File: src/common/alu_pkg.sv
package alu_pkg;

    typedef logic [3:0] nibble_t;   // one alu slice
    typedef logic [2:0] nib_idx_t;  // nibble position in a word

    localparam int nibble_count = 8;  // nibbles per word

    typedef enum logic [2:0] {
        ADD,
        SUB,   // b inverted, carry in of 1 on nibble 0
        AND,
        OR,
        XOR
    } alu_op_t;

    typedef enum logic {
        LEFT,
        RIGHT
    } shift_dir_t;

endpackage

File: src/common/cpu_pkg.sv
package cpu_pkg;

    typedef logic [31:0] word_t;      // data word
    typedef logic [31:0] addr_t;      // byte address
    typedef logic [4:0]  reg_idx_t;   // x0..x31
    typedef logic [1:0]  mem_size_t;  // coded like funct3[1:0] of loads and stores

    localparam mem_size_t size_byte = 2'd0;
    localparam mem_size_t size_half = 2'd1;
    localparam mem_size_t size_word = 2'd2;

    localparam addr_t reset_pc  = 32'h00ff0004;       // first fetch after reset
    localparam int    ram_bytes = 4096;
    localparam int    ram_aw    = $clog2(ram_bytes);  // addresses fold to this width

    typedef logic [ram_aw-1:0] ram_idx_t;  // folded byte address

    // major opcodes in scope, anything else traps
    typedef enum logic [6:0] {
        OP_LUI    = 7'b0110111,
        OP_AUIPC  = 7'b0010111,
        OP_JAL    = 7'b1101111,
        OP_JALR   = 7'b1100111,
        OP_BRANCH = 7'b1100011,
        OP_LOAD   = 7'b0000011,
        OP_STORE  = 7'b0100011,
        OP_IMM    = 7'b0010011,
        OP_REG    = 7'b0110011
    } opcode_t;

    typedef enum logic [2:0] {
        FETCH,
        DECODE,
        EXEC_ALU,    // one or two passes through nibble_loop
        EXEC_SHIFT,
        MEM,
        WRITEBACK,
        TRAP         // sticky until reset
    } cpu_state_t;

    typedef struct packed {
        logic     mem_we;   // write data as a word at addr
        logic     reg_we;   // write data into reg_idx
        addr_t    addr;
        reg_idx_t reg_idx;
        word_t    data;
    } host_req_t;

endpackage

File: src/alu/shift_loop.sv
`timescale 1ns/1ps

module shift_loop (
    input  logic                clk,
    input  logic                rst_n,
    input  logic                start,
    input  alu_pkg::shift_dir_t dir,
    input  logic                arith,   // sign fill on right shifts
    input  cpu_pkg::word_t      value,
    input  logic [4:0]          amount,
    output cpu_pkg::word_t      result,
    output logic                busy,
    output logic                done
);
    import alu_pkg::*;

    logic [4:0] cnt;      // bits still to shift
    shift_dir_t dir_q;
    logic       arith_q;

    assign done = busy && (cnt == 5'd0);  // amount + 1 cycles after start

    always_ff @(posedge clk or negedge rst_n) begin
        if (!rst_n) begin
            busy <= 1'b0;
            cnt  <= '0;
        end else if (start) begin
            busy <= 1'b1;
            cnt  <= amount;
        end else if (done) begin
            busy <= 1'b0;
        end else if (busy) begin
            cnt <= cnt - 1'b1;
        end
    end

    always_ff @(posedge clk) begin
        if (start) begin
            result  <= value;
            dir_q   <= dir;
            arith_q <= arith;
        end else if (busy && !done) begin
            if (dir_q == LEFT)
                result <= {result[30:0], 1'b0};
            else
                result <= {arith_q & result[31], result[31:1]};  // one bit per cycle
        end
    end

endmodule

File: config.mk
export PLATFORM = sky130hd
export DESIGN_NAME = shift_loop
export DESIGN_NICKNAME = d
export VERILOG_FILES = /design/src/common/alu_pkg.sv /design/src/common/cpu_pkg.sv /design/src/alu/shift_loop.sv
export SDC_FILE = /design/constraint.sdc
export NUM_CORES = 1
export LEC_CHECK = 0
export ABC_AREA = 1
export BUFFER_PORTS_ARGS = -buffer_cell sky130_fd_sc_hd__buf_2
export CAP_MARGIN = 20
export CORE_ASPECT_RATIO = 1.5
export CORE_MARGIN = 4
export CORE_UTILIZATION = 30
export CTS_CLUSTER_SIZE = 14
export DETAILED_ROUTE_END_ITERATION = 12
export SYNTH_ARGS = -nofsm -noshare
export SYNTH_HDL_FRONTEND = slang
export SYNTH_SLANG_ARGS = --single-unit
File: constraint.sdc
create_clock -name clk -period 1.99 [get_ports clk]
set_input_delay 0.199 -clock clk [delete_from_list [all_inputs] [get_ports clk]]
set_output_delay 0.199 -clock clk [all_outputs]
set_load 0.03 [all_outputs]
---- Yosys cells after proc, flatten, opt, wreduce, memory -nomap -nowiden ----
Index checks and enable logic that the tools add are counted.
storage, ports and cells
  flip-flop bits (word level) ............. 40
  input port bits ......................... 42
  output and inout bits ................... 34
  logic and storage cells ................. 24
operators by class
  $add $sub $neg .......................... 1
  equality and inequality tests ........... 1
  multiplexer cells ....................... 8
  bitwise logic cells ..................... 1
  reductions and logical operators ........ 8
operators by type and width
  kind                                               count
  2-to-1 mux 32 bit                                  3
  2-to-1 mux 5 bit                                   3
  nonzero test 2 bit                                 3
  zero test 5 bit                                    1
  subtractor 5 x 1 -> 5 bit (second input constant)  1
  logical AND 1 bit                                  2
  2-to-1 mux 1 bit                                   2
  != test 2 bit (second input constant)              1
  AND reduction 2 bit                                1
  bitwise AND 1 bit                                  1
  zero test 1 bit                                    1

---- Depth between registers and ports, before layout ----
Gate-level depths: netlist of run 1.
  depth after elaboration ................. 6
  depth in mapped cells ................... 8
  mapped depth without buffers ............ 8

---- Least setup slack after synthesis of run 1 ----
No wires, ideal clock.
  path type ............................... register -> register
  start point ............................. register cnt[0]
  end point ............................... register result[0] (enable)
  library setup time ...................... 0.350 ns
  arrival ................................. 1.101 ns
  data required time ...................... 1.640 ns
  path slack .............................. 0.539 ns
  stages on the path, launching flop included .. 6
  buffers on the path ..................... 0
  clock period less this slack ............ 1.451 ns
  cells stage by stage .................... dfrtp_1 -> inv_1 -> ha_1 -> nand3_2 -> nand2_4 -> nand2_4
between the ends
  cells in the longest elaborated chain, start to end .. 5
ends and longest elaborated chain
  element                       RTL line          source
  start, declared               shift_loop.sv:17  logic [4:0] cnt;
  start signal, assigned        shift_loop.sv:29  cnt <= amount;
  start signal, assigned        shift_loop.sv:33  cnt <= cnt - 1'b1;
  zero test 5 bit               shift_loop.sv:21  assign done = busy && (cnt == 5'd0);
  logical AND 1 bit             shift_loop.sv:21
  zero test 1 bit               shift_loop.sv:42  end else if (busy && !done) begin
  logical AND 1 bit             shift_loop.sv:42
  nonzero test 2 bit (no line)  n/a
  end signal, assigned          shift_loop.sv:39  result <= value;
  end signal, assigned          shift_loop.sv:44  result <= {result[30:0], 1'b0};
  end signal, assigned          shift_loop.sv:46  result <= {arith_q & result[31], result[31:1]};
  end, declared                 shift_loop.sv:11  output cpu_pkg::word_t result,
No other way between the ends.
A chain may end at the register's enable or synchronous reset.

---- Worst setup path after layout of run 1 ----
  start point ............................. register cnt[0]
  end point ............................... output done
between the ends
  cells in the longest elaborated chain, start to end .. 2
ends and longest elaborated chain
  element            RTL line          source
  zero test 5 bit    shift_loop.sv:21
  logical AND 1 bit  shift_loop.sv:21
  end, declared      shift_loop.sv:13  output logic done
No other way between the ends.

==> results of run 1 <==
-- final cells by class --
class	instances	share of cell area (%)
clock buffer	5	2.61
clock inverter	3	1.42
inverter	24	3.51
multi-input combinational	149	28.4
sequential	40	44.3
tap	78	3.69
timing repair buffer	81	16.0
-- synthesized netlist by cell type --
| cell | instances | area [sq um] |
|---|---|---|
| o21ai_0 | 28 | 140 |
| nor2_1 | 7 | 26.3 |
| inv_1 | 23 | 86.3 |
| buf_6 | 8 | 90.1 |
| nand3_1 | 9 | 45.0 |
| o21ai_2 | 2 | 17.5 |
| o21a_1 | 14 | 105 |
| a21oi_1 | 19 | 95.1 |
| nand3_2 | 1 | 10.0 |
| clkbuf_2 | 1 | 5.00 |
| ha_1 | 1 | 12.5 |
| nand2_1 | 47 | 176 |
| edfxtp_1 | 34 | 1020 |
| o21ai_1 | 16 | 80.1 |
| dfrtp_1 | 6 | 150 |
| nand2_4 | 2 | 22.5 |
| inv_4 | 1 | 6.26 |
| nor2_2 | 1 | 6.26 |
| buf_2 | 3 | 15.0 |
| buf_4 | 3 | 22.5 |
| or2_0 | 1 | 6.26 |
| o211ai_1 | 1 | 7.51 |
-- critical path, stage by stage, from the launching register on --
cell and delay [ns]:
dfrtp_1 0.38, inv_1 0.13, ha_1 0.26, nand3_2 0.14, nor2_1 0.12, buf_2 0.21
-- repair_timing --
action | 4_1_cts | 5_1_grt
endpoints found under the hold margin | 6 | 0
hold buffers | 1 | 0
setup endpoints to repair | 0 | 0
-- final timing paths --
check                                      end  slack (ns)  cells past startpoint
setup / recovery                          done        0.25                      5
hold / removal               arith_q$_DFFE_PP_        0.09                      1
setup reg to reg           result[1]$_DFFE_PP_        0.33                      5
hold reg to reg             cnt[4]$_DFFE_PN0P_        0.52                      2
max in group asynchronous   cnt[4]$_DFFE_PN0P_        1.58                      2
min in group asynchronous   cnt[2]$_DFFE_PN0P_        0.25                      2
-- report_power, final --
part	switching (mW)	internal (mW)
clock network	0.278	0.365
registers	0.113	1.11
logic	0.570	0.255
total	0.961	1.73
-- registers in the layout, indices dropped and copies added, names as in the netlist --
name and cells:
arith_q 1, busy 1, cnt 5, dir_q 1, result 32
-- per-stage QoR --
| step | total power, mW | hold WS, ns | cell area, sq um |
|---|---|---|---|
| after floorplan | 1.83 | -0.0966 | 2150 |
| after global placement | 2.06 | 0.0339 | 2520 |
| after detailed placement | 2.08 | 0.0359 | 2520 |
| after CTS | 2.72 | 0.0794 | 2640 |
| after global routing | 2.84 | 0.0821 | 2640 |
| final | 2.69 | 0.0891 | 2640 |
-- logic make-up after synthesis --
group	Yosys count	share of synthesized area (%)
and+or+nand+nor	68	13.6
DFF	40	54.5
adders and majority gates	1	0.583
buffers and inverters	39	10.5
AOI/OAI and AO/OA	80	20.7
-- metal layers --
layer	vias up	part of all wire, %
li1	921	-
met1	806	41
met2	55	51
met3	6	5.7
met4	0	1.6
met5	-	0
==> impl_metrics.yaml, run 1 <==
synthesis:
  yosysSeqAreaShare_pct: 54.5
  syn_avg_cell_area_sq_um: 9.42
  syn_inst: 228
  netlist_area_sq_um: 2150
  ys_types: 22
  ys_ff_latch: 40
  synth_nets: 271
  ys_warn_count: 0
cells_and_area:
  syn2layout_area_growth_pct: 23.0
  nFillCells: 740
  layout_common_cells: "buf_2, nand2_1, edfxtp_1"
  layout_commonest_cell: "buf_2"
  multiInputGateArea_sq_um: 751
  final_layout_size_suffix_gt1_share_pct: 30.8
  diodes: 0
  nets: 344
  instances_no_fill: 380
  final_util_pct: 38.3
  regArea_sq_um: 1170
critical_path:
  crit_start: "cnt[0]$_DFFE_PN0P_"
  critPathLaunchType: "flop"
  critPathKind: "reg -> out"
  critPathCaptureType: "output port"
  r2r-start: "cnt[0]$_DFFE_PN0P_"
  required_ns: 1.79
  worst-path-max-fanout: 4
  worst_ep_arrival_time_ns: 1.54
sta:
  timing.slew.headroom_pct: 65.2
  hold_viol_final: 0
  tns_ns: 0
  post-route-period-util_pct: 87.2
  tightestPinTransition_ns: 0.522
  final-setup-viol-count: 0
  grt_setup_unrepaired: "false"
  clock_skew_ns: 0.00610
  setup_ws_ns: 0.255
  min_period_ns: 1.74
  fmax_mhz: 576
  slew_violations: 0
floorplanning:
  start_util_pct: 31.1
  die_w_um: 77.1
  ios: 76
  core_sq_um: 6900
  row_count: 37
  die_area_sq_um: 8600
  die_h_um: 112
global_route:
  grt_pass1_vias: 1772
  groute.usage.overall_pct: 12.7
  antenna_found_initial: 0
  gr-usage-met3_pct: 3.07
  grt_use_met1_pct: 15.3
  grt_max_degree: 54
  grt_use_met2_pct: 22.0
  overflow: 0
  top_usage_layer: "met2"
  grt_pass1_wl_um: 8690
run_status:
  status: "completed"
detailed_routing:
  dr.first_iter.drc_count: 137
  drc_errors: 0
  drt_pass1_iterations: 4
  wl_per_cell_um: 14.2
  detail_route.vias_per_cell: 4.71
  vias: 1788
  ant_nets: 0
  wirelength_um: 5390
worst_hold_path:
  holdCritStartpoint: "arith"
  min_path_type: "in -> reg"
placed_design:
  hpwlAfterDp_um: 3920
  globalplace.congestion: 0.748
  numPortBuffers: 75
  place_ws_ns: 0.302
  place_inst: 371
clock_tree:
  clk_pin_slew_ns: 0.08
  postCtsSetupRepairBufs: 0
  clock-sinks: 40
  cts_tree: "built"
  numCtsBuffers: 5
  clkLatencyLatePin_ns: 0.29
  cts-root-buf: "clkbuf_8"
  cts_resized: 0
  cts_max_level: 2
  ctsLongestPathBuffers: 2
power:
  ir_drop_mv: 0.450
  p_leak_nw: 1.22
  powerDensity_nw_per_um2: 1020
job:
  cap_viol_max_count: 0
(Power assumes the default switching activity.)
==> run 2: changes to the inputs <==
- clock period: 1.99 -> 2.1 ns (I/O delays scaled with it)
==> run 2 against run 1 <==
  * Clock skew is 0.00089 ns lower
  * Critical endpoint unchanged
  * Clock power is 2% lower
  * Critical path depth stayed put
  * Routed wire length is 2.7% lower
  * Largest cell class unchanged
==> impl_metrics.yaml, run 2 (same netlist as run 1, synthesis figures left out) <==
run_status:
  status: "completed"
power:
  powerDensity_nw_per_um2: 971
  p_leak_nw: 1.22
  ir_drop_mv: 0.414
  fin_total_pwr_mw: 2.56
cells_and_area:
  nFillCells: 733
  nets: 343
  layout_common_cells: "buf_2, nand2_1, edfxtp_1"
  top_regs: "result (32), cnt (5)"
  syn2layout_area_growth_pct: 22.9
  layout_commonest_cell: "buf_2"
  final_layout_size_suffix_gt1_share_pct: 31.2
  final_util_pct: 38.3
  top_register: "result"
  largest_reg_flops: 32
  diodes: 0
detailed_routing:
  vias: 1782
  drt_pass1_iterations: 4
  detail_route.vias_per_cell: 4.70
  wl_per_cell_um: 13.8
  ant_nets: 0
  dr.first_iter.drc_count: 94
  drc_errors: 0
  wirelength_um: 5240
job:
  cap_viol_max_count: 0
placed_design:
  globalplace.congestion: 0.751
  hpwlAfterDp_um: 3890
  numPortBuffers: 75
critical_path:
  r2r-start: "cnt[0]$_DFFE_PN0P_"
  worst_ep_arrival_time_ns: 1.51
  critPathLaunchType: "flop"
  crit_start: "cnt[0]$_DFFE_PN0P_"
  critPathCaptureType: "output port"
  required_ns: 1.89
  worst-path-max-fanout: 4
  critPathKind: "reg -> out"
sta:
  timing.slew.headroom_pct: 65.3
  tns_ns: 0
  tightestPinTransition_ns: 0.521
  clock_skew_ns: 0.00521
  grt_setup_unrepaired: "false"
  hold_viol_final: 0
  post-route-period-util_pct: 81.7
  slew_violations: 0
  min_period_ns: 1.72
  final-setup-viol-count: 0
  fmax_mhz: 583
floorplanning:
  core_sq_um: 6900
  die_w_um: 77.1
  ios: 76
  start_util_pct: 31.1
  die_area_sq_um: 8600
  row_count: 37
  die_h_um: 112
global_route:
  overflow: 0
  grt_pass1_vias: 1745
  grt_max_degree: 54
  groute.usage.overall_pct: 12.3
  antenna_found_initial: 0
  grt_pass1_wl_um: 8440
clock_tree:
  ctsLongestPathBuffers: 2
  clk_pin_slew_ns: 0.08
  clock-sinks: 40
  numCtsBuffers: 5
  cts_tree: "built"
  cts-root-buf: "clkbuf_8"
  cts_resized: 0
  clkLatencyLatePin_ns: 0.29
  cts_max_level: 2
worst_hold_path:
  holdCritStartpoint: "arith"
  min_path_type: "in -> reg"
[run 2: per-layer routing]
metal | GRT usage [%] | wire length [um]
met5 | 0 | 0
met4 | 4.63 | 76
met3 | 3.96 | 363
met2 | 21.3 | 2650
met1 | 13.9 | 2150
[run 2: path summary, 6_finish.rpt]
kind	depth (start not counted)	slack, ns	end
hold reg to reg	2	0.51	cnt[4]$_DFFE_PN0P_
hold / removal	1	0.09	arith_q$_DFFE_PP_
max in group asynchronous	2	1.69	cnt[4]$_DFFE_PN0P_
setup / recovery	5	0.38	done
min in group asynchronous	2	0.26	cnt[0]$_DFFE_PN0P_
setup reg to reg	5	0.46	result[2]$_DFFE_PP_
[run 2: repair_timing]
action	4_1_cts	5_1_grt
endpoints found under the hold margin	6	0
hold buffers	1	0
buffers inserted	0	0
[run 2: layout make-up]
| class | instances | area [sq um] | area share (%) |
|---|---|---|---|
| tap | 78 | 97.6 | 3.70 |
| clock inverter | 3 | 42.5 | 1.61 |
| timing repair buffer | 80 | 415 | 15.7 |
| inverter | 24 | 92.6 | 3.51 |
| multi-input combinational | 149 | 751 | 28.4 |
| clock buffer | 5 | 68.8 | 2.61 |
| sequential | 40 | 1170 | 44.4 |
[run 2: critical path: stages, from the launching register on]
cell and delay, ns:
dfrtp_1 0.38, inv_1 0.13, ha_1 0.26, nand3_2 0.13, nor2_1 0.12, buf_2 0.21
[run 2: through the flow]
| stage | hold slack (ns) | setup slack [ns] | instances | area, sq um |
|---|---|---|---|---|
| global placement | 0.0444 | 0.495 | 370 | 2520 |
| global route | 0.0850 | 0.291 | 379 | 2640 |
| detailed placement | 0.0475 | 0.443 | 370 | 2520 |
| floorplan | -0.0856 | 0.649 | 228 | 2150 |
| CTS | 0.0879 | 0.365 | 379 | 2640 |
| finish | 0.0910 | 0.383 | 379 | 2640 |
[run 2: power by group]
part | total (mW) | internal, mW | switching (mW) | leakage (nW)
clock | 0.629 | 0.352 | 0.278 | 0.0541
combinational | 0.775 | 0.239 | 0.536 | 0.738
sequential | 1.16 | 1.05 | 0.107 | 0.425
total | 2.56 | 1.64 | 0.921 | 1.22
