$ cat src/common/alu_pkg.sv
package alu_pkg;

    typedef logic [3:0] nibble_t;   // one alu slice
    typedef logic [2:0] nib_idx_t;  // nibble position in a word

    localparam int nibble_count = 8;  // nibbles per word

    typedef enum logic [2:0] {
        ADD,
        SUB,   // b inverted, carry in of 1 on nibble 0
        AND,
        OR,
        XOR
    } alu_op_t;

    typedef enum logic {
        LEFT,
        RIGHT
    } shift_dir_t;

endpackage

$ cat src/common/cpu_pkg.sv
package cpu_pkg;

    typedef logic [31:0] word_t;      // data word
    typedef logic [31:0] addr_t;      // byte address
    typedef logic [4:0]  reg_idx_t;   // x0..x31
    typedef logic [1:0]  mem_size_t;  // coded like funct3[1:0] of loads and stores

    localparam mem_size_t size_byte = 2'd0;
    localparam mem_size_t size_half = 2'd1;
    localparam mem_size_t size_word = 2'd2;

    localparam addr_t reset_pc  = 32'h00ff0004;       // first fetch after reset
    localparam int    ram_bytes = 4096;
    localparam int    ram_aw    = $clog2(ram_bytes);  // addresses fold to this width

    typedef logic [ram_aw-1:0] ram_idx_t;  // folded byte address

    // major opcodes in scope, anything else traps
    typedef enum logic [6:0] {
        OP_LUI    = 7'b0110111,
        OP_AUIPC  = 7'b0010111,
        OP_JAL    = 7'b1101111,
        OP_JALR   = 7'b1100111,
        OP_BRANCH = 7'b1100011,
        OP_LOAD   = 7'b0000011,
        OP_STORE  = 7'b0100011,
        OP_IMM    = 7'b0010011,
        OP_REG    = 7'b0110011
    } opcode_t;

    typedef enum logic [2:0] {
        FETCH,
        DECODE,
        EXEC_ALU,    // one or two passes through nibble_loop
        EXEC_SHIFT,
        MEM,
        WRITEBACK,
        TRAP         // sticky until reset
    } cpu_state_t;

    typedef struct packed {
        logic     mem_we;   // write data as a word at addr
        logic     reg_we;   // write data into reg_idx
        addr_t    addr;
        reg_idx_t reg_idx;
        word_t    data;
    } host_req_t;

endpackage

$ cat src/control/control.sv
`timescale 1ns/1ps

module control (
    input  logic                clk,
    input  logic                rst_n,
    input  logic                run,
    input  cpu_pkg::host_req_t  host,
    input  cpu_pkg::reg_idx_t   peek_reg,
    output cpu_pkg::word_t      peek_reg_data,
    output logic                nl_start,
    output alu_pkg::alu_op_t    nl_op,
    output cpu_pkg::word_t      nl_a,
    output cpu_pkg::word_t      nl_b,
    input  cpu_pkg::word_t      nl_result,
    input  logic                nl_carry,
    input  logic                nl_equal,
    input  logic                nl_done,
    output logic                sh_start,
    output alu_pkg::shift_dir_t sh_dir,
    output logic                sh_arith,
    output cpu_pkg::word_t      sh_value,
    output logic [4:0]          sh_amount,
    input  cpu_pkg::word_t      sh_result,
    input  logic                sh_done,
    output cpu_pkg::addr_t      mem_addr,
    output cpu_pkg::mem_size_t  mem_size,
    output logic                mem_we,
    output cpu_pkg::word_t      mem_wdata,
    input  cpu_pkg::word_t      mem_rdata,
    output cpu_pkg::addr_t      pc,
    output logic                retire,
    output logic                trap
);
    import cpu_pkg::*;
    import alu_pkg::*;

    word_t      regs [32];
    cpu_state_t state;
    word_t      ir, ins;               // ins is the raw fetch word during decode
    word_t      rs1v, rs2v, wb_val, ld_data, wb_data, alu_out;
    addr_t      addr_q, next_pc;
    opcode_t    opc;
    logic [2:0] f3;
    reg_idx_t   rd, rs1, rs2;
    word_t      imm_i, imm_s, imm_b, imm_u, imm_j;
    alu_op_t    arith_op;
    logic       issued, second;        // loop started, second pass
    logic       lt, ltu, taken, is_shift, is_mem, writes_rd, need_second;

    function automatic word_t rf_read(reg_idx_t idx);
        return (idx == '0) ? '0 : regs[idx];  // x0 reads zero
    endfunction

    assign ins   = (state == DECODE) ? mem_rdata : ir;
    assign opc   = opcode_t'(ins[6:0]);
    assign f3    = ins[14:12];
    assign rd    = ins[11:7];
    assign rs1   = ins[19:15];
    assign rs2   = ins[24:20];
    assign imm_i = {{20{ins[31]}}, ins[31:20]};
    assign imm_s = {{20{ins[31]}}, ins[31:25], ins[11:7]};
    assign imm_b = {{19{ins[31]}}, ins[31], ins[7], ins[30:25], ins[11:8], 1'b0};
    assign imm_u = {ins[31:12], 12'b0};
    assign imm_j = {{11{ins[31]}}, ins[31], ins[19:12], ins[20], ins[30:21], 1'b0};

    // compare flags from the sub pass
    assign ltu   = !nl_carry;  // no carry out means a < b unsigned
    assign lt    = (nl_a[31] != nl_b[31]) ? nl_a[31] : nl_result[31];
    assign taken = (f3[2] ? (f3[1] ? ltu : lt) : nl_equal) ^ f3[0];  // odd funct3 inverts
    assign alu_out = ((opc == OP_IMM || opc == OP_REG) && f3[2:1] == 2'b01)
                     ? {31'b0, f3[0] ? ltu : lt} : nl_result;

    assign is_shift    = (f3[1:0] == 2'b01);
    assign is_mem      = (opc == OP_LOAD || opc == OP_STORE);
    assign writes_rd   = (opc != OP_STORE && opc != OP_BRANCH);
    assign need_second = !second && (opc == OP_JAL || opc == OP_JALR
                                     || (opc == OP_BRANCH && taken));
    assign wb_data     = (opc == OP_LOAD) ? ld_data : wb_val;

    assign nl_start  = (state == EXEC_ALU) && !issued;
    assign sh_start  = (state == EXEC_SHIFT) && !issued;
    assign sh_dir    = (f3 == 3'b001) ? LEFT : RIGHT;
    assign sh_arith  = ins[30];
    assign sh_value  = rs1v;
    assign sh_amount = (opc == OP_REG) ? rs2v[4:0] : ins[24:20];
    assign mem_addr  = (state == MEM) ? addr_q : pc;
    assign mem_size  = f3[1:0];
    assign mem_we    = (state == MEM) && (opc == OP_STORE);
    assign mem_wdata = rs2v;
    assign trap      = (state == TRAP);
    assign peek_reg_data = rf_read(peek_reg);

    always_comb begin
        case (f3)
            3'b000:         arith_op = (opc == OP_REG && ins[30]) ? SUB : ADD;
            3'b010, 3'b011: arith_op = SUB;  // slt, sltu
            3'b100:         arith_op = XOR;
            3'b110:         arith_op = OR;
            3'b111:         arith_op = AND;
            default:        arith_op = ADD;
        endcase
        case (f3)
            3'b000:  ld_data = {{24{mem_rdata[7]}}, mem_rdata[7:0]};
            3'b001:  ld_data = {{16{mem_rdata[15]}}, mem_rdata[15:0]};
            3'b100:  ld_data = {24'b0, mem_rdata[7:0]};
            3'b101:  ld_data = {16'b0, mem_rdata[15:0]};
            default: ld_data = mem_rdata;
        endcase
    end

    // loop operands, pass 0 then pass 1 for jumps and taken branches
    always_comb begin
        nl_a  = rs1v;
        nl_b  = (opc == OP_REG) ? rs2v : imm_i;  // loads and jalr also use imm_i
        nl_op = ADD;
        case (opc)
            OP_IMM, OP_REG: nl_op = arith_op;
            OP_STORE:       nl_b = imm_s;
            OP_AUIPC: begin
                nl_a = pc;
                nl_b = imm_u;
            end
            OP_JAL: begin
                nl_a = pc;
                nl_b = second ? imm_j : 32'd4;  // link first
            end
            OP_JALR: begin
                nl_a = second ? rs1v : pc;
                nl_b = second ? imm_i : 32'd4;
            end
            OP_BRANCH: begin
                nl_a  = second ? pc : rs1v;
                nl_b  = second ? imm_b : rs2v;
                nl_op = second ? ADD : SUB;     // compare, then target
            end
            default: ;
        endcase
    end

    always_ff @(posedge clk or negedge rst_n) begin
        if (!rst_n) begin
            state  <= FETCH;
            pc     <= reset_pc;
            retire <= 1'b0;
            issued <= 1'b0;
            second <= 1'b0;
        end else begin
            retire <= 1'b0;
            case (state)
                FETCH: if (run) state <= DECODE;  // word at pc arrives next cycle
                DECODE: begin
                    issued <= 1'b0;
                    second <= 1'b0;
                    case (opc)
                        OP_LUI:         state <= WRITEBACK;
                        OP_IMM, OP_REG: state <= is_shift ? EXEC_SHIFT : EXEC_ALU;
                        OP_AUIPC, OP_JAL, OP_JALR, OP_BRANCH, OP_LOAD, OP_STORE:
                                        state <= EXEC_ALU;
                        default:        state <= TRAP;
                    endcase
                end
                EXEC_ALU: begin
                    issued <= !nl_done;
                    if (nl_done && need_second)
                        second <= 1'b1;
                    else if (nl_done)
                        state <= is_mem ? MEM : WRITEBACK;
                end
                EXEC_SHIFT: begin
                    issued <= !sh_done;
                    if (sh_done) state <= WRITEBACK;
                end
                MEM: state <= WRITEBACK;  // load data in next cycle
                WRITEBACK: begin
                    pc     <= next_pc;
                    retire <= 1'b1;       // same edge as the pc update
                    state  <= FETCH;
                end
                default: state <= TRAP;
            endcase
        end
    end

    always_ff @(posedge clk) begin
        if (state == WRITEBACK && writes_rd)
            regs[rd] <= wb_data;
        else if (host.reg_we && !run)
            regs[host.reg_idx] <= host.data;
        case (state)
            DECODE: begin
                ir      <= ins;
                rs1v    <= rf_read(rs1);
                rs2v    <= rf_read(rs2);
                wb_val  <= imm_u;         // lui result
                next_pc <= pc + 32'd4;    // kept unless jump or taken branch
            end
            EXEC_ALU: begin
                if (nl_done && second)
                    next_pc <= {nl_result[31:1], nl_result[0] & (opc != OP_JALR)};
                else if (nl_done && is_mem)
                    addr_q <= nl_result;
                else if (nl_done)
                    wb_val <= alu_out;    // also link address of jal, jalr
            end
            EXEC_SHIFT: if (sh_done) wb_val <= sh_result;
            default: ;
        endcase
    end

endmodule

$ cat config.mk
export PLATFORM = sky130hd
export DESIGN_NAME = control
export DESIGN_NICKNAME = d
export VERILOG_FILES = /design/src/common/alu_pkg.sv /design/src/common/cpu_pkg.sv /design/src/control/control.sv
export SDC_FILE = /design/constraint.sdc
export NUM_CORES = 2
export LEC_CHECK = 0
export BUFFER_PORTS_ARGS = -buffer_cell sky130_fd_sc_hd__clkbuf_2
export CORE_UTILIZATION = 40
export CTS_BUF_LIST = sky130_fd_sc_hd__clkbuf_16
export CTS_CLUSTER_SIZE = 24
export DETAILED_ROUTE_END_ITERATION = 10
export PLACE_DENSITY = 0.6
export SKIP_CTS_REPAIR_TIMING = 1
export SYNTH_ARGS = -nofsm -noshare
export SYNTH_HDL_FRONTEND = slang
export SYNTH_SLANG_ARGS = --single-unit
$ cat constraint.sdc
create_clock -name clk -period 11.4 [get_ports clk]
set_clock_uncertainty 0.1 [all_clocks]
set_input_delay 0.57 -clock clk [delete_from_list [all_inputs] [get_ports clk]]
set_output_delay 0.57 -clock clk [all_outputs]
set_load 0.1 [all_outputs]
* Word-level counts from Yosys, hierarchy flattened *
Memories as Yosys holds them, arrays and structs flattened. A register that Yosys moved wholly into a read port is not among the register bits.
Index checks and enable logic that the tools add are counted.

word-level totals
  register bits = 166
  output and inout port bits = 241
  memories kept = 1
  bits in writable memories = 1024
  input bits = 179

memory list
  memory  depth  width  rd ports  clocked after memory_dff  write ports  RTL line       text
  regs    32     32     3         2                         1            control.sv:37  word_t regs [32];

operators by class
  reduce and logical (&&, ||, !) cells = 40
  muxes and demuxes = 51
  equal/unequal tests = 36
  $add $sub $neg = 1
  bitwise gates (word level) = 3

operator list
  operator               count
  $mux 32                17
  $pmux 32 s3            2
  $pmux 32 s5            1
  $pmux 32 s4            1
  $pmux 32 s2            1
  $add 32x3->32 const B  1
  $reduce_or 32->1       1
  $eq 3x3->1 const B     7
  $eq 7x6->1 const B     3
  $eq 7x7->1 const B     3
  $pmux 3 s6             1
  $mux 1                 17
  $logic_not 5->1        3
  $pmux 3 s5             1
  $eq 7x5->1 const B     2
  $ne 7x7->1 const B     2
  $logic_and 1x1->1      13
  $eq 3x2->1 const B     4
  $mux 3                 4
  $ne 2x2->1 const B     6
  $mux 5                 2
  $pmux 3 s3             1
  $eq 7x2->1 const B     1
  $ne 7x6->1 const B     1
  other kinds (21)       36

* Depth between registers and ports, before layout *
  word-level depth = 16
  gate-level depth with buffers = 16
  mapped depth without buffers = 11

* Worst setup path after synthesis *
No wires, ideal clock.

  path type = flip-flop to output port
  start = register state[2]
  end = output port nl_b[25]
  required time = 10730 ps
  path slack = 4920 ps
  stages on the path, launching flop included = 12
  data arrival time = 5810 ps
  cells stage by stage = dfrtp_1 > buf_2 > or3b_4 > inv_4 > buf_4 > buf_2 > buf_2 > buf_2 > mux2i_1 > o21ai_0 > a21oi_1 > nor3_1

on the way
  word-level cells in the longest chain between the ends = 5
  elaborated cells between the ends (all ways) = 13
  classes of those cells = 7 x eq/ne; 6 x mux

ends and longest elaborated chain
  element                 RTL line        text
  from (decl)             control.sv:38   cpu_state_t state;
  from (signal assigned)  control.sv:156  OP_IMM, OP_REG: state <= is_shift ? EXEC_SHIFT : EXEC_ALU;
  from (signal assigned)  control.sv:167  state <= is_mem ? MEM : WRITEBACK;
  $eq 3x1->1 *            control.sv:54   assign ins = (state == DECODE) ? mem_rdata : ir;
  $mux 32 *               control.sv:54
  $eq 7x6->1              control.sv:114  nl_b = (opc == OP_REG) ? rs2v : imm_i;
  $mux 32                 control.sv:114
  $pmux 32 s5 *           control.sv:116  case (opc)
  to (decl)               control.sv:13   output cpu_pkg::word_t nl_b,

Every way passes the cells marked *; elsewhere a longest branch is shown, timed or not.

* Worst setup path in the final report *
  start = register state[2]
  end = output port nl_b[18]

Same word-level chain as after synthesis.

==> results by group <==
Yosys
  • Post-synthesis register bit count: 1254
  • Synth warn: 0
  • Synth Area in Compound Gates: 0.08035
  • Net Count, Synth: 7109
  • Post-Synth XOR/XNOR Area: 0.003481
  • Register area share after synthesis: 0.5320
  • Post-synthesis mux area share: 0.1223
  • Syn avg cell area: 10.17 sq um
  • Synth Area in Simple Gates: 0.2261
  • Post-Synth Adder-Cell Area: 0.0003197
  • Area contributors post-synth: edfxtp_1 52%, nand2_1 12%, mux4_2 11%
  • Post-Syn Area: 70450 sq um
  • Synth top area share: 0.5183
  • Ys async rst share: 0.03030
  • Synth cell count leaders: 2297 x nand2_1, 1216 x edfxtp_1, 1004 x nand3_1, 451 x clkbuf_1, 329 x mux4_2
  • Cell count after synthesis: 6929
  • Main combinational cell family by area after synthesis: simple AND/OR/NAND/NOR gates
  • Yosys top cell by area: edfxtp_1
  • Netlist cell types: 71
  • Number of synthesized flops with an enable pin: 1216
  • Synth Flop Type: edfxtp_1
  • Top-count cell post-synth: nand2_1

Clocking
  • Clock latency on the worst-skew pair: 810 ps
  • Deepest clock path buffer count: 3
  • Number of H-tree levels: 4
  • CTS tree: done
  • Clock slew at reported path FFs: 60 ps
  • Num CTS Buffers: 141
  • Clk sinks: 1254
  • Root Buffer: clkbuf_16

STA
  • Slew HR: 0.03416
  • Final-report setup violation count: 0
  • Min cycle time layout: 6883 ps
  • Worst-Margin Slew: 1449 ps
  • Fin crit share: 0.6037
  • Fin. max-slew vios: 0
  • Post-Route Setup TNS: 0 ps
  • Final Hold Viols: 0
  • Max Fclk: 145.3 MHz
  • RSZ-0062 raised after global routing: false

Detailed routing
  • Final wirelength: 294100 um
  • Via count: 62580
  • # DRC: 0
  • WL/cell: 30.92 um
  • DRT iter0 DRCs: 10700
  • Final ANT Viol Nets: 0
  • Pre-Repair DR Iteration Count: 7
  • Vias/cell: 6.578

Critical path
  • CP arrival: 6210 ps
  • Worst setup EP type: primary output
  • CP required: 10730 ps
  • Crit Path Max Fanout: 76
  • Setup Crit Path Kind: flip-flop to primary output
  • CP startpoint kind: flip-flop

Floorplan
  • Core Region: 174400 sq um
  • DIE HEIGHT: 421.7 um
  • Initial Util: 0.4039
  • Cell Rows: 153
  • Boundary Pins: 420
  • Die ar.: 177800 sq um
  • Die width: 421.7 um

Outcome
  • Status: finished, final reports clean

Global route
  • Pin count of the biggest net entering global routing: 153
  • M3 GR Usage: 0.07359
  • Grt met2 use: 0.4845
  • Gr usage total: 0.3198
  • Top Usage Layer GRT: met2
  • First-pass GRT wire length: 414200 um
  • Antenna violations before repair: 20
  • GR Overflow Total: 0
  • Vias in the first global route: 58420
  • Met1 Usage GRT: 0.4065

Power
  • Comb pwr share: 0.494
  • Static leakage: 28.83 nW
  • Clk pwr share: 0.211
  • Seq pwr share: 0.295
  • Sw power: 0.01097 W
  • Switching portion of total power: 0.4977
  • Internal Pwr Total: 0.01107 W
  • Pwr per Cell Area: 275.1 nW/um^2
  • Maximum vdd ir drop: 399.1 uV

Placed design
  • PortBufs: 386
  • DP HPWL: 173100 um
  • Area after DPL: 75060 sq um
  • GPL Wtd Cong: 0.9492

Cells and area
  • Final nets: 7245
  • Finished Cell Area: 80100 sq um
  • Fillers: 15680
  • Area grow syn2layout: 13.71%
  • Layout cell share with drive strength beyond 1: 0.1719

Worst hold path
  • HP Class: input port to flip-flop

Run
  • Max-cap violation count: 0
## worst paths after layout
path,slack [ps],startpoint,endpoint,depth (start not counted)
max in group asynchronous,10470,rst_n,pc[26],3
hold reg to reg,320,next_pc[28],pc[28],2
hold / removal,20,sh_result[5],wb_val[5],2
setup reg to reg,4780,state[2],mem_wdata[5],13
setup / recovery,4520,state[2],nl_b[18],12
min in group asynchronous,320,rst_n,pc[6],3
## power by group through the flow
stage / registers [W] / clock network [W] / logic, W
2_1_floorplan: 0.00731 / 0 / 0.00624
3_3_place_gp: 0.00656 / 0 / 0.0105
3_5_place_dp: 0.00657 / 0 / 0.0106
4_1_cts: 0.00648 / 0.00469 / 0.0106
5_1_grt: 0.00653 / 0.00484 / 0.0112
6_report: 0.00650 / 0.00466 / 0.0109
## layer usage
| metal | wire length [um] | share of wire |
|---|---|---|
| met1 | 103400 | 0.35 |
| met5 | 87 | 0.00030 |
| met2 | 131200 | 0.45 |
| met4 | 22090 | 0.075 |
| met3 | 37370 | 0.13 |
## stage by stage
step	hold WS, ps	instances	setup WS (ps)	power, W	utilization
floorplan	174.4	6929	4920	0.01355	-
global placement	326.3	9211	5235	0.01704	0.4304
detailed placement	324.4	9211	5225	0.01714	0.4304
CTS	-284.3	9467	4624	0.02176	0.4571
global route	14.16	9508	4187	0.02261	0.4593
finish	24.12	9513	4517	0.02203	0.4593
## flip-flops by register name, summed over array words and instances (netlist names)
| name | count |
|---|---|
| ir | 32 |
| sh_value | 32 |
| issued | 1 |
| state | 3 |
| retire | 1 |
| next_pc | 32 |
| addr_q | 32 |
| second | 1 |
| mem_wdata | 32 |
| wb_val | 32 |
| pc | 32 |
| regs | 1024 |
## layout by cell type (no fill, tap or decap), drive strengths merged, types with 6 or more instances in the layout
cell type / count
a311oi: 307
o31ai: 9
mux2i: 87
o22ai: 13
nor2b: 7
a31oi: 80
inv: 76
o32ai: 8
a22o: 11
nand2: 2297
nand2b: 9
bufinv: 16
xnor2: 12
diode: 10
nand3: 1004
o21a: 6
nand4: 6
buf: 173
nor3: 26
mux2: 30
mux4: 329
dfrtp: 29
a211oi: 27
clkinv: 57
xor2: 16
dlygate4sd3: 36
a21oi: 148
dfstp: 9
o21ai: 164
and2: 8
nor2: 212
clkbuf: 527
edfxtp: 1216
and3: 155
## layout make-up
class                      instances  area (sq um)  share of cell area
timing repair buffer             590          3747             0.04678
antenna                           10         25.02           0.0003124
tap                             2325          2909             0.03632
clock inverter                   110          1003             0.01253
multi-input combinational       5034         31080              0.3880
inverter                          44         207.7            0.002593
sequential                      1254         37480              0.4679
clock buffer                     146          3654             0.04561
## cell families after synthesis
| logic type | after synthesis |
|---|---|
| simple gates | 3748 |
| flops | 1254 |
| compound gates | 810 |
| buf+inv | 641 |
| mux | 446 |
| xor+xnor | 28 |
| fa+ha+maj | 2 |
## worst max-delay path, cell delays in order (launching register included)
cell and delay (ps):
dfrtp_1 490, or3b_4 600, inv_6 660, buf_4 850
nor3_1 170, a21oi_1 590, nor2_1 300, o21a_1 240
o21ai_0 210, nand2_1 320, o21ai_0 280, a221oi_1 120
clkbuf_2 450
(Power assumes the default switching activity.)
