[config.mk]
export PLATFORM = sky130hd
export DESIGN_NAME = nibble_loop
export DESIGN_NICKNAME = d
export VERILOG_FILES = /design/src/common/alu_pkg.sv /design/src/common/cpu_pkg.sv /design/src/alu/alu_nibble.sv /design/src/alu/nibble_loop.sv
export SDC_FILE = /design/constraint.sdc
export NUM_CORES = 1
export LEC_CHECK = 0
export ABC_AREA = 1
export BUFFER_PORTS_ARGS = -buffer_cell sky130_fd_sc_hd__buf_2
export CAP_MARGIN = 20
export CELL_PAD_IN_SITES_DETAIL_PLACEMENT = 0
export CELL_PAD_IN_SITES_GLOBAL_PLACEMENT = 1
export CORE_ASPECT_RATIO = 0.5
export CORE_MARGIN = 2
export CORE_UTILIZATION = 35
export CTS_CLUSTER_SIZE = 25
export DETAILED_ROUTE_END_ITERATION = 10
export GPL_TIMING_DRIVEN = 0
export PLACE_DENSITY_LB_ADDON = 0.15
export SLEW_MARGIN = 30
export SYNTH_ARGS = -nofsm -noshare
export SYNTH_HDL_FRONTEND = slang
export SYNTH_SLANG_ARGS = --single-unit
[constraint.sdc]
create_clock -name clk -period 3.6 [get_ports clk]
set_input_delay 0.36 -clock clk [delete_from_list [all_inputs] [get_ports clk]]
set_output_delay 0.36 -clock clk [all_outputs]
set_load 0.05 [all_outputs]
[src/common/alu_pkg.sv]
package alu_pkg;

    typedef logic [3:0] nibble_t;   // one alu slice
    typedef logic [2:0] nib_idx_t;  // nibble position in a word

    localparam int nibble_count = 8;  // nibbles per word

    typedef enum logic [2:0] {
        ADD,
        SUB,   // b inverted, carry in of 1 on nibble 0
        AND,
        OR,
        XOR
    } alu_op_t;

    typedef enum logic {
        LEFT,
        RIGHT
    } shift_dir_t;

endpackage

[src/common/cpu_pkg.sv]
package cpu_pkg;

    typedef logic [31:0] word_t;      // data word
    typedef logic [31:0] addr_t;      // byte address
    typedef logic [4:0]  reg_idx_t;   // x0..x31
    typedef logic [1:0]  mem_size_t;  // coded like funct3[1:0] of loads and stores

    localparam mem_size_t size_byte = 2'd0;
    localparam mem_size_t size_half = 2'd1;
    localparam mem_size_t size_word = 2'd2;

    localparam addr_t reset_pc  = 32'h00ff0004;       // first fetch after reset
    localparam int    ram_bytes = 4096;
    localparam int    ram_aw    = $clog2(ram_bytes);  // addresses fold to this width

    typedef logic [ram_aw-1:0] ram_idx_t;  // folded byte address

    // major opcodes in scope, anything else traps
    typedef enum logic [6:0] {
        OP_LUI    = 7'b0110111,
        OP_AUIPC  = 7'b0010111,
        OP_JAL    = 7'b1101111,
        OP_JALR   = 7'b1100111,
        OP_BRANCH = 7'b1100011,
        OP_LOAD   = 7'b0000011,
        OP_STORE  = 7'b0100011,
        OP_IMM    = 7'b0010011,
        OP_REG    = 7'b0110011
    } opcode_t;

    typedef enum logic [2:0] {
        FETCH,
        DECODE,
        EXEC_ALU,    // one or two passes through nibble_loop
        EXEC_SHIFT,
        MEM,
        WRITEBACK,
        TRAP         // sticky until reset
    } cpu_state_t;

    typedef struct packed {
        logic     mem_we;   // write data as a word at addr
        logic     reg_we;   // write data into reg_idx
        addr_t    addr;
        reg_idx_t reg_idx;
        word_t    data;
    } host_req_t;

endpackage

[src/alu/alu_nibble.sv]
`timescale 1ns/1ps

module alu_nibble (
    input  alu_pkg::nibble_t a,
    input  alu_pkg::nibble_t b,
    input  alu_pkg::alu_op_t op,
    input  logic             carry_in,
    output alu_pkg::nibble_t y,
    output logic             carry_out
);
    import alu_pkg::*;

    nibble_t    b_eff;  // b, inverted for sub
    logic [4:0] sum;    // carry in bit 4

    assign b_eff = (op == SUB) ? ~b : b;
    assign sum   = {1'b0, a} + {1'b0, b_eff} + {4'b0, carry_in};

    always_comb begin
        carry_out = carry_in;  // logic ops pass carry through
        case (op)
            ADD, SUB: begin
                y         = sum[3:0];
                carry_out = sum[4];
            end
            AND:     y = a & b;
            OR:      y = a | b;
            XOR:     y = a ^ b;
            default: y = sum[3:0];
        endcase
    end

endmodule

[src/alu/nibble_loop.sv]
`timescale 1ns/1ps

module nibble_loop (
    input  logic             clk,
    input  logic             rst_n,
    input  logic             start,   // nibble 0 is done in the start cycle
    input  alu_pkg::alu_op_t op,
    input  cpu_pkg::word_t   a,
    input  cpu_pkg::word_t   b,
    output cpu_pkg::word_t   result,
    output logic             carry,   // carry out of the top nibble
    output logic             equal,   // every result nibble was zero
    output logic             busy,
    output logic             done
);
    import cpu_pkg::*;
    import alu_pkg::*;

    word_t    a_q, b_q;      // operands, shifted down a nibble per step
    word_t    a_cur, b_cur;
    alu_op_t  op_q, op_cur;
    nib_idx_t idx;           // nibble handled in this cycle
    nibble_t  y;
    logic     c_in, c_out;
    logic     step, last;

    assign a_cur = start ? a : a_q;
    assign b_cur = start ? b : b_q;
    assign op_cur = start ? op : op_q;
    assign c_in  = start ? (op == SUB) : carry;  // +1 of two's complement on nibble 0
    assign step  = start | busy;
    assign last  = busy && (idx == nib_idx_t'(nibble_count - 1));

    alu_nibble slice_i (
        .a         (a_cur[3:0]),
        .b         (b_cur[3:0]),
        .op        (op_cur),
        .carry_in  (c_in),
        .y         (y),
        .carry_out (c_out)
    );

    always_ff @(posedge clk or negedge rst_n) begin
        if (!rst_n) begin
            busy <= 1'b0;
            done <= 1'b0;
            idx  <= '0;
        end else begin
            done <= last;  // result complete after nibble 7
            if (start) begin
                busy <= 1'b1;
                idx  <= nib_idx_t'(1);
            end else if (busy) begin
                busy <= !last;
                idx  <= idx + 1'b1;
            end
        end
    end

    always_ff @(posedge clk) begin
        if (step) begin
            a_q    <= {4'b0, a_cur[31:4]};
            b_q    <= {4'b0, b_cur[31:4]};
            op_q   <= op_cur;
            carry  <= c_out;                       // chained into the next nibble
            result <= {y, result[31:4]};           // fills from the top, low first
            equal  <= (start | equal) & (y == 4'b0);
        end
    end

endmodule

# [Yosys cells after proc, flatten, opt, wreduce, memory -nomap -nowiden]
# Cells that the tools add are included.
[totals] input_bits=70 word_cells=44 output_inout_bits=36 register_bits=98
[classes] n_addsub=3 mux=11 n_eq_ne=6 n_bitwise=7 reduce_logical=6
[op_table] cell="$mux 28" n=2
[op_table] cell="$pmux 4 s3" n=1
[op_table] cell="$mux 3" n=3
[op_table] cell="$eq 3x1->1 const B" n=2
[op_table] cell="$eq 3x2->1 const B" n=2
[op_table] cell="$eq 3x3->1 const B" n=2
[op_table] cell="$add 4x4->5" n=1
[op_table] cell="$add 5x1->5" n=1
[op_table] cell="$and 4x4->4" n=1
[op_table] cell="$logic_not 4->1" n=1
[op_table] cell="$mux 1" n=4
[op_table] cell="$mux 4" n=1
[op_table] cell="$not 4->4" n=1
[op_table] cell="$or 4x4->4" n=1
[op_table] cell="$xor 4x4->4" n=1
[op_table] cell="$add 3x1->3 const B" n=1
[op_table] cell="$logic_not 3->1" n=1
[op_table] cell="$or 1x1->1" n=2
[op_table] cell="$reduce_bool 2->1" n=1
[op_table] cell="$reduce_or 2->1" n=1
[op_table] cell="$and 1x1->1" n=1
[op_table] cell="$logic_and 1x1->1" n=1
[op_table] cell="$logic_not 1->1" n=1

# [Longest topological paths before layout]
# Gate-level depths: netlist (run 1).
[logic_depth] word_depth=8 mapped_depth=17 depth_no_buf=16

# [Hierarchy]
# Synthesis (run 1) repeated with hierarchy kept, for this count alone.
[hier_totals] hier_cells=417 area_unflattened_um2=4409.2
[by_module_without_submodules] module="nibble_loop" seq_area_each_um2=2917.8 n_inst=1 cells_per_inst=334 area_each_um2=3900.0
[by_module_without_submodules] module="alu_nibble" seq_area_each_um2=0.0 n_inst=1 cells_per_inst=83 area_each_um2=509.2

# [Least setup slack after synthesis (run 1)]
# OpenSTA, ideal clock, no wires.
[synth_timing] kind="input to register" startpoint="input start" endpoint="register a_q[0], enable pin" t_arrival_ns=2.522 n_path_buf=4 required_time_ns=2.713 slack_ns=0.190 path_stages=6 setup_ns=0.887 cell_sequence="buf_6 -> inv_4 -> buf_6 -> buf_2 -> buf_2 -> nand2_1"
[synth_between] elab_chain_cells=1
[synth_lines] element="start: declaration" line_no="nibble_loop.sv:6" text="input logic start,"
[synth_lines] element="$or 1x1->1" line_no="nibble_loop.sv:31" text="assign step = start | busy;"
[synth_lines] element="named net step" line_no="nibble_loop.sv:25" text="logic step, last;"
[synth_lines] element="end signal: assignment" line_no="nibble_loop.sv:62" text="a_q <= {4'b0, a_cur[31:4]};"
[synth_lines] element="end: declaration" line_no="nibble_loop.sv:19" text="word_t a_q, b_q;"
# The timed path passes the listed nets, and every way through them passes these cells.
# A chain may end at the register's enable or synchronous reset.

# [Worst setup path in the final report (run 1)]
[layout_timing] startpoint="register op_q[2]" endpoint="register result[29], data pin"
[layout_between] elab_chain_cells=6 word_cells_on_any_way=9 classes_between="add/sub (2); eq/ne (4); mux (3)"
[layout_lines] element="start: declaration" line_no="nibble_loop.sv:21" text="alu_op_t op_q, op_cur;"
[layout_lines] element="start signal: assignment" line_no="nibble_loop.sv:64" text="op_q <= op_cur;"
[layout_lines] element="$mux 3 *" line_no="nibble_loop.sv:29" text="assign op_cur = start ? op : op_q;"
[layout_lines] element="named net op_cur[2]" line_no="nibble_loop.sv:21"
[layout_lines] element="$eq 3x1->1" line_no="alu_nibble.sv:16" text="assign b_eff = (op == SUB) ? ~b : b;"
[layout_lines] element="$mux 4" line_no="alu_nibble.sv:16"
[layout_lines] element="$add 4x4->5" line_no="alu_nibble.sv:17" text="assign sum = {1'b0, a} + {1'b0, b_eff} + {4'b0, carry_in};"
[layout_lines] element="$add 5x1->5" line_no="alu_nibble.sv:17"
[layout_lines] element="$pmux 4 s3 *" line_no="alu_nibble.sv:21" text="case (op)"
[layout_lines] element="named net slice_i.y[1]" line_no="alu_nibble.sv:8" text="output alu_pkg::nibble_t y,"
[layout_lines] element="end signal: assignment" line_no="nibble_loop.sv:66" text="result <= {y, result[31:4]};"
[layout_lines] element="end: declaration" line_no="nibble_loop.sv:10" text="output cpu_pkg::word_t result,"
# The timed path passes the listed nets; every way through them passes the cells marked *.

==> run metrics, run 1 <==
reg2reg start=op_q[2]; Syn Area/Cell=10.81 µm²; critical-path maximum fanout=7; Non-Filler Instances=697; crit path from=op_q[2]; # Post-CTS Setup Buffers=0; RSZ-0062 raised after global routing=no; Final Slew Violations=0; first-pass GRT wire length=14230 µm; Clock Sinks=98; RePlAce Congestion=0.7671; LEAKAGE=0.002678 µW; HP Class=input pin to flip-flop; worst skew pair latency=340 ps; post-DP HPWL=6253 µm; required time of the critical path=3690 ps; worst hold slack=270.5 ps; CP max stage cell=fa_1; Syn Inst Count=410; startpoint of the worst hold path=a[31]; fin util=45.50%; vias post-DR=3027; Post-Place Cells=680; f_max=375.4 MHz; Max IR drop VDD=534.9 µV; net count after synthesis=495; synth warn=0; flops & latches, synth=98; # DRC=0; I/O pin cnt=106; DIE WIDTH=163.2 µm; # diodes=0; period utilisation layout=74.00%; Synth-to-Final Area Change=24.05%; Max Buffers Root-to-Sink=2; share of cells above drive strength 1=29.89%; CP max stage delay=410 ps; vias in the first global route=2917; DRT Pass-1 Iters=4; initial core utilization=36.68%; core area=12090 µm²; Die H=83.58 µm; minimum clock period after layout=2664 ps; hold-fix buffers at CTS=1; H-tree depth=3; Cell Area, Synth=4433 µm²; final net count=612; Rows=28; worst setup margin=935.9 ps; pre-CTS setup slack=619.9 ps; synth unique cells=24; die area=13640 µm²; setup violators final=0; critical path type=flip-flop to flip-flop; drt initial violations=134; Slew HR=57.15%; final hold viol count=0; CTS-repair resized insts=0; critical path data arrival time=2760 ps; Vias/cell=4.343; WL/cell=12.51 µm; CTS clk-pin slew, worst paths=70 ps; initial antenna violation count=0; type of origin of the critical path=flip-flop; outcome=completed; GRT Overall Usage=13.50%; GRT overflow=0; CP cell instances=nand2_1, nand2_2, nor2_1, nand2_1, xnor2_1, fa_1, inv_1, fa_1, inv_1, nor2_1, nor2_1, inv_1; Routed WL=8718 µm; Critical Path End Type=flip-flop; most frequent cells in the layout=nand2_1, buf_2, edfxtp_1; Layout Skew=9.404 ps; register area share after synthesis=65.82%; port bufs=104; slew at the pin closest to its max-slew limit=642.7 ps; TritonCTS clock tree=done; PD cells=698.0 nW/µm²; Max Cap Viol=0; most common cell after layout, fill and taps aside=nand2_1; largest net degree at the start of global routing=51; CTS Root Cell=clkbuf_16; Num CTS Buffers=9; Final ANT Viol Nets=0
[critical path: cells and delay by family, from the launching register on]
kind | cells | cell delay [ps]
AND/OR/NAND/NOR | 6 | 810
flip-flops | 1 | 400
XOR/XNOR | 1 | 200
buffers and inverters | 3 | 220
adder cells (fa/ha/maj) | 2 | 800
[synth_stat cells, drive strengths merged]
library cell  number  area [µm²]
nand2            184       735.7
edfxtp            93        2793
inv               35       133.9
nor2              18       75.07
ha                13       162.7
o21ai             13       80.07
buf               10       62.56
or2                9       56.30
nand3              8       45.04
nand4              6       37.54
clkbuf             5       18.77
dfrtp              5       125.1
a21oi              3       15.01
xnor2              3       26.28
xor2               3       26.28
fa                 2       40.04
[power by group]
part	switching (µW)	leakage, µW	total (µW)	internal, µW
clock network	416	0.000133	955	539
registers	98.5	0.00108	1690	1590
logic	930	0.00146	1190	261
[flip-flops by register name, indices dropped and copies added, names as in the netlist]
register / cells
op_q: 3
busy: 1
done: 1
idx: 3
b_q: 28
a_q: 28
result: 32
carry: 1
equal: 1
[final timing paths]
path,to,slack (ps),depth (start not counted)
setup / recovery,result[29],940,12
hold / removal,a_q[27],270,3
setup reg to reg,result[29],940,12
hold reg to reg,result[16],440,0
max in group asynchronous,done,3120,2
min in group asynchronous,idx[0],350,2
[layout make-up]
class                           instances  area (µm²)
Buffer                                 15       81.33
Timing Repair Buffer                  106       558.0
Tap cell                              165       206.4
Clock buffer                           10       229.0
Multi-Input combinational cell        262        1308
Inverter                               35       133.9
Sequential cell                        98        2918
Fill cell                            1206        6588
Clock inverter                          6       65.06
[cells by family (layout without fill, tap and decap cells)]
family | after synthesis | in the layout | synth area share [%]
AND/OR/NAND/NOR | 225 | 225 | 21.42
flip-flops | 98 | 98 | 65.82
buffers and inverters | 50 | 172 | 4.855
AO/OA/AOI/OAI | 16 | 16 | 2.145
adder cells (fa/ha/maj) | 15 | 15 | 4.573
XOR/XNOR | 6 | 6 | 1.186
[routing by layer]
| metal | part of all wire (%) | GRT usage (%) |
|---|---|---|
| met4 | 1.2 | 3.862 |
| met5 | 0 | 0 |
| met1 | 47 | 16.86 |
| met3 | 5.4 | 4.471 |
| met2 | 46 | 22.36 |
[through the flow]
stage | area [µm²] | power [µW] | TNS [ps]
global placement | 5160 | 2913 | -111390
finish | 5499 | 3838 | 0
CTS | 5499 | 3881 | 0
floorplan | 4433 | 2637 | 0
detailed placement | 5195 | 2926 | 0
global route | 5499 | 4022 | 0
Power figures use the tool's default switching activity.
==> run 2, diff against run 1 <==
- clock period: 3.6 -> 2.4 ns (I/O delays scaled with it)
==> run metrics, run 2 (same netlist as run 1, synthesis figures left out) <==
outcome=completed; vias in the first global route=2917 (unchanged); period utilisation layout=98.36% (+24 points); critical-path maximum fanout=4 (-3); Hold Path Depth=3 (unchanged); worst setup margin=39.32 ps (-896.6 ps); DRT Pass-1 Iters=4 (unchanged); CP most frequent cell=nor2_4; largest net degree at the start of global routing=94 (+84%); # diodes=0 (unchanged); most frequent cells in the layout=nand2_1, buf_2, edfxtp_1; minimum clock period after layout=2361 ps (-303.4 ps); die area=13640 µm² (unchanged); RePlAce Congestion=0.7906 (+3.1%); most common cell after layout, fill and taps aside=nand2_1; max FFs per register=32 (unchanged); post-DP HPWL=6030 µm (-3.6%); Die H=83.58 µm (unchanged); f_max=423.6 MHz (+13%); Slew HR=52.20% (-4.9 points); type of origin of the critical path=flip-flop; Max Cap Viol=0 (unchanged); Max Buffers Root-to-Sink=2 (unchanged); Top reg by flops=result; CP max stage delay=420 ps (about the same); pre-CTS setup slack=-454.0 ps (-1074 ps); Critical Path End Type=flip-flop; slew at the pin closest to its max-slew limit=716.9 ps (+74.22 ps); worst skew pair latency=350 ps (about the same); TritonCTS clock tree=done; GRT overflow=0 (unchanged); CTS clk-pin slew, worst paths=80 ps (about the same); CP top delay family=adder cells; R2R cell count=12 (unchanged); PD cells=1034 nW/µm² (+48%); port bufs=104 (unchanged); Rows=28 (unchanged); initial core utilization=36.68% (unchanged); CP cell instances=nand2_2, nand2_4, nor2_4, nand2_4, xnor2_2, fa_2, inv_2, fa_2, inv_2, nor2_4, nor2_4, inv_1; GRT Overall Usage=12.81% (-0.69 points); CP Buf/Inv Count=3 (unchanged); core area=12090 µm² (unchanged); I/O pin cnt=106 (unchanged); Vias/cell=4.335 (-0.18%); vias post-DR=3039 (+0.40%); RSZ-0062 raised after global routing=yes; setup violators final=0 (unchanged); fin util=46.20% (+0.70 points); WL/cell=12.20 µm (-2.5%); HP Class=input pin to flip-flop; critical path data arrival time=2460 ps (-300 ps); CTS Root Cell=clkbuf_16; drt initial violations=113 (-16%); total power=5773 µW (+50%); DIE WIDTH=163.2 µm (unchanged); critical path type=flip-flop to flip-flop; Layout Skew=16.70 ps (+7.293 ps); final net count=616 (+0.65%); # DRC=0 (unchanged); CP max stage cell=fa_2; Synth-to-Final Area Change=25.97%; final hold viol count=0 (unchanged); Max IR drop VDD=939.2 µV (+76%); Regs by FF count=result (32), a_q (28), b_q (28); Clock Sinks=98 (unchanged); share of cells above drive strength 1=33.77% (+3.9 points); Final ANT Viol Nets=0 (unchanged); first-pass GRT wire length=13740 µm (-3.4%); Final Slew Violations=0 (unchanged); # fillers=1142 (-5.3%); LEAKAGE=0.002713 µW (+1.3%); required time of the critical path=2500 ps (-1190 ps); Num CTS Buffers=9 (unchanged); WP depth=12 (unchanged); initial antenna violation count=0 (unchanged); Routed WL=8552 µm (-1.9%); H-tree depth=3 (unchanged)
## run 2: cell types whose count changed in the layout (fill, tap and decap cells not counted), sizes merged
cell and change:
clkinvlp -3, bufinv -1, buf +4, clkinv +3, inv +1
## run 2: repair_timing
action / in CTS / in global routing
buffers inserted: 0 / 5
resized for setup: 9 / 18
hold buffers: 1 / 0
endpoints found under the setup margin: 4 / 5
pin swaps: 1 / 13
hold endpoints to repair: 5 / 0
## run 2: final cells by class
class	count	area [µm²]	share of cell area (%)
Buffer	15	81.33	1.456
Timing Repair Buffer	110	568.0	10.17
Sequential cell	98	2918	52.25
Clock buffer	10	229.0	4.100
Clock inverter	6	51.30	0.9187
Inverter	35	133.9	2.397
Tap cell	165	206.4	3.697
Multi-Input combinational cell	262	1396	25.01
## run 2: final timing paths
path                       startpoint    endpoint  slack, ps
setup reg to reg              op_q[2]  result[29]         40
max in group asynchronous       rst_n        busy       2040
setup / recovery              op_q[2]  result[29]         40
hold / removal                  a[31]     a_q[27]        140
min in group asynchronous       rst_n      idx[0]        230
hold reg to reg            result[21]  result[17]        440
## run 2: per-layer routing
metal / vias to the layer above / share of wire, % / track usage, %
met2: 71 / 47 / 20.79
li1: 1576 / - / -
met5: - / 0 / 0
met4: 0 / 1.4 / 3.942
met3: 11 / 5.4 / 4.024
met1: 1381 / 47 / 16.39
## run 2: report_power, final
| part | total [µW] | internal (µW) | switching [µW] |
|---|---|---|---|
| Sequential | 2550 | 2390 | 154 |
| Combinational | 1860 | 429 | 1430 |
| Clock | 1370 | 719 | 647 |
## run 2: tightest hold or removal path, cell delays in order
cell	delay [ps]
buf_2	70
nand2_1	40
inv_1	40
## run 2: stage by stage
stage | hold slack (ps) | TNS (ps) | cells | cell area [µm²]
floorplan | -55.59 | 0 | 410 | 4441
global placement | 63.30 | -7813 | 679 | 5167
detailed placement | 64.75 | -1997 | 679 | 5176
CTS | 137.0 | 0 | 696 | 5497
global route | 144.6 | -185.1 | 701 | 5584
finish | 142.6 | 0 | 701 | 5584
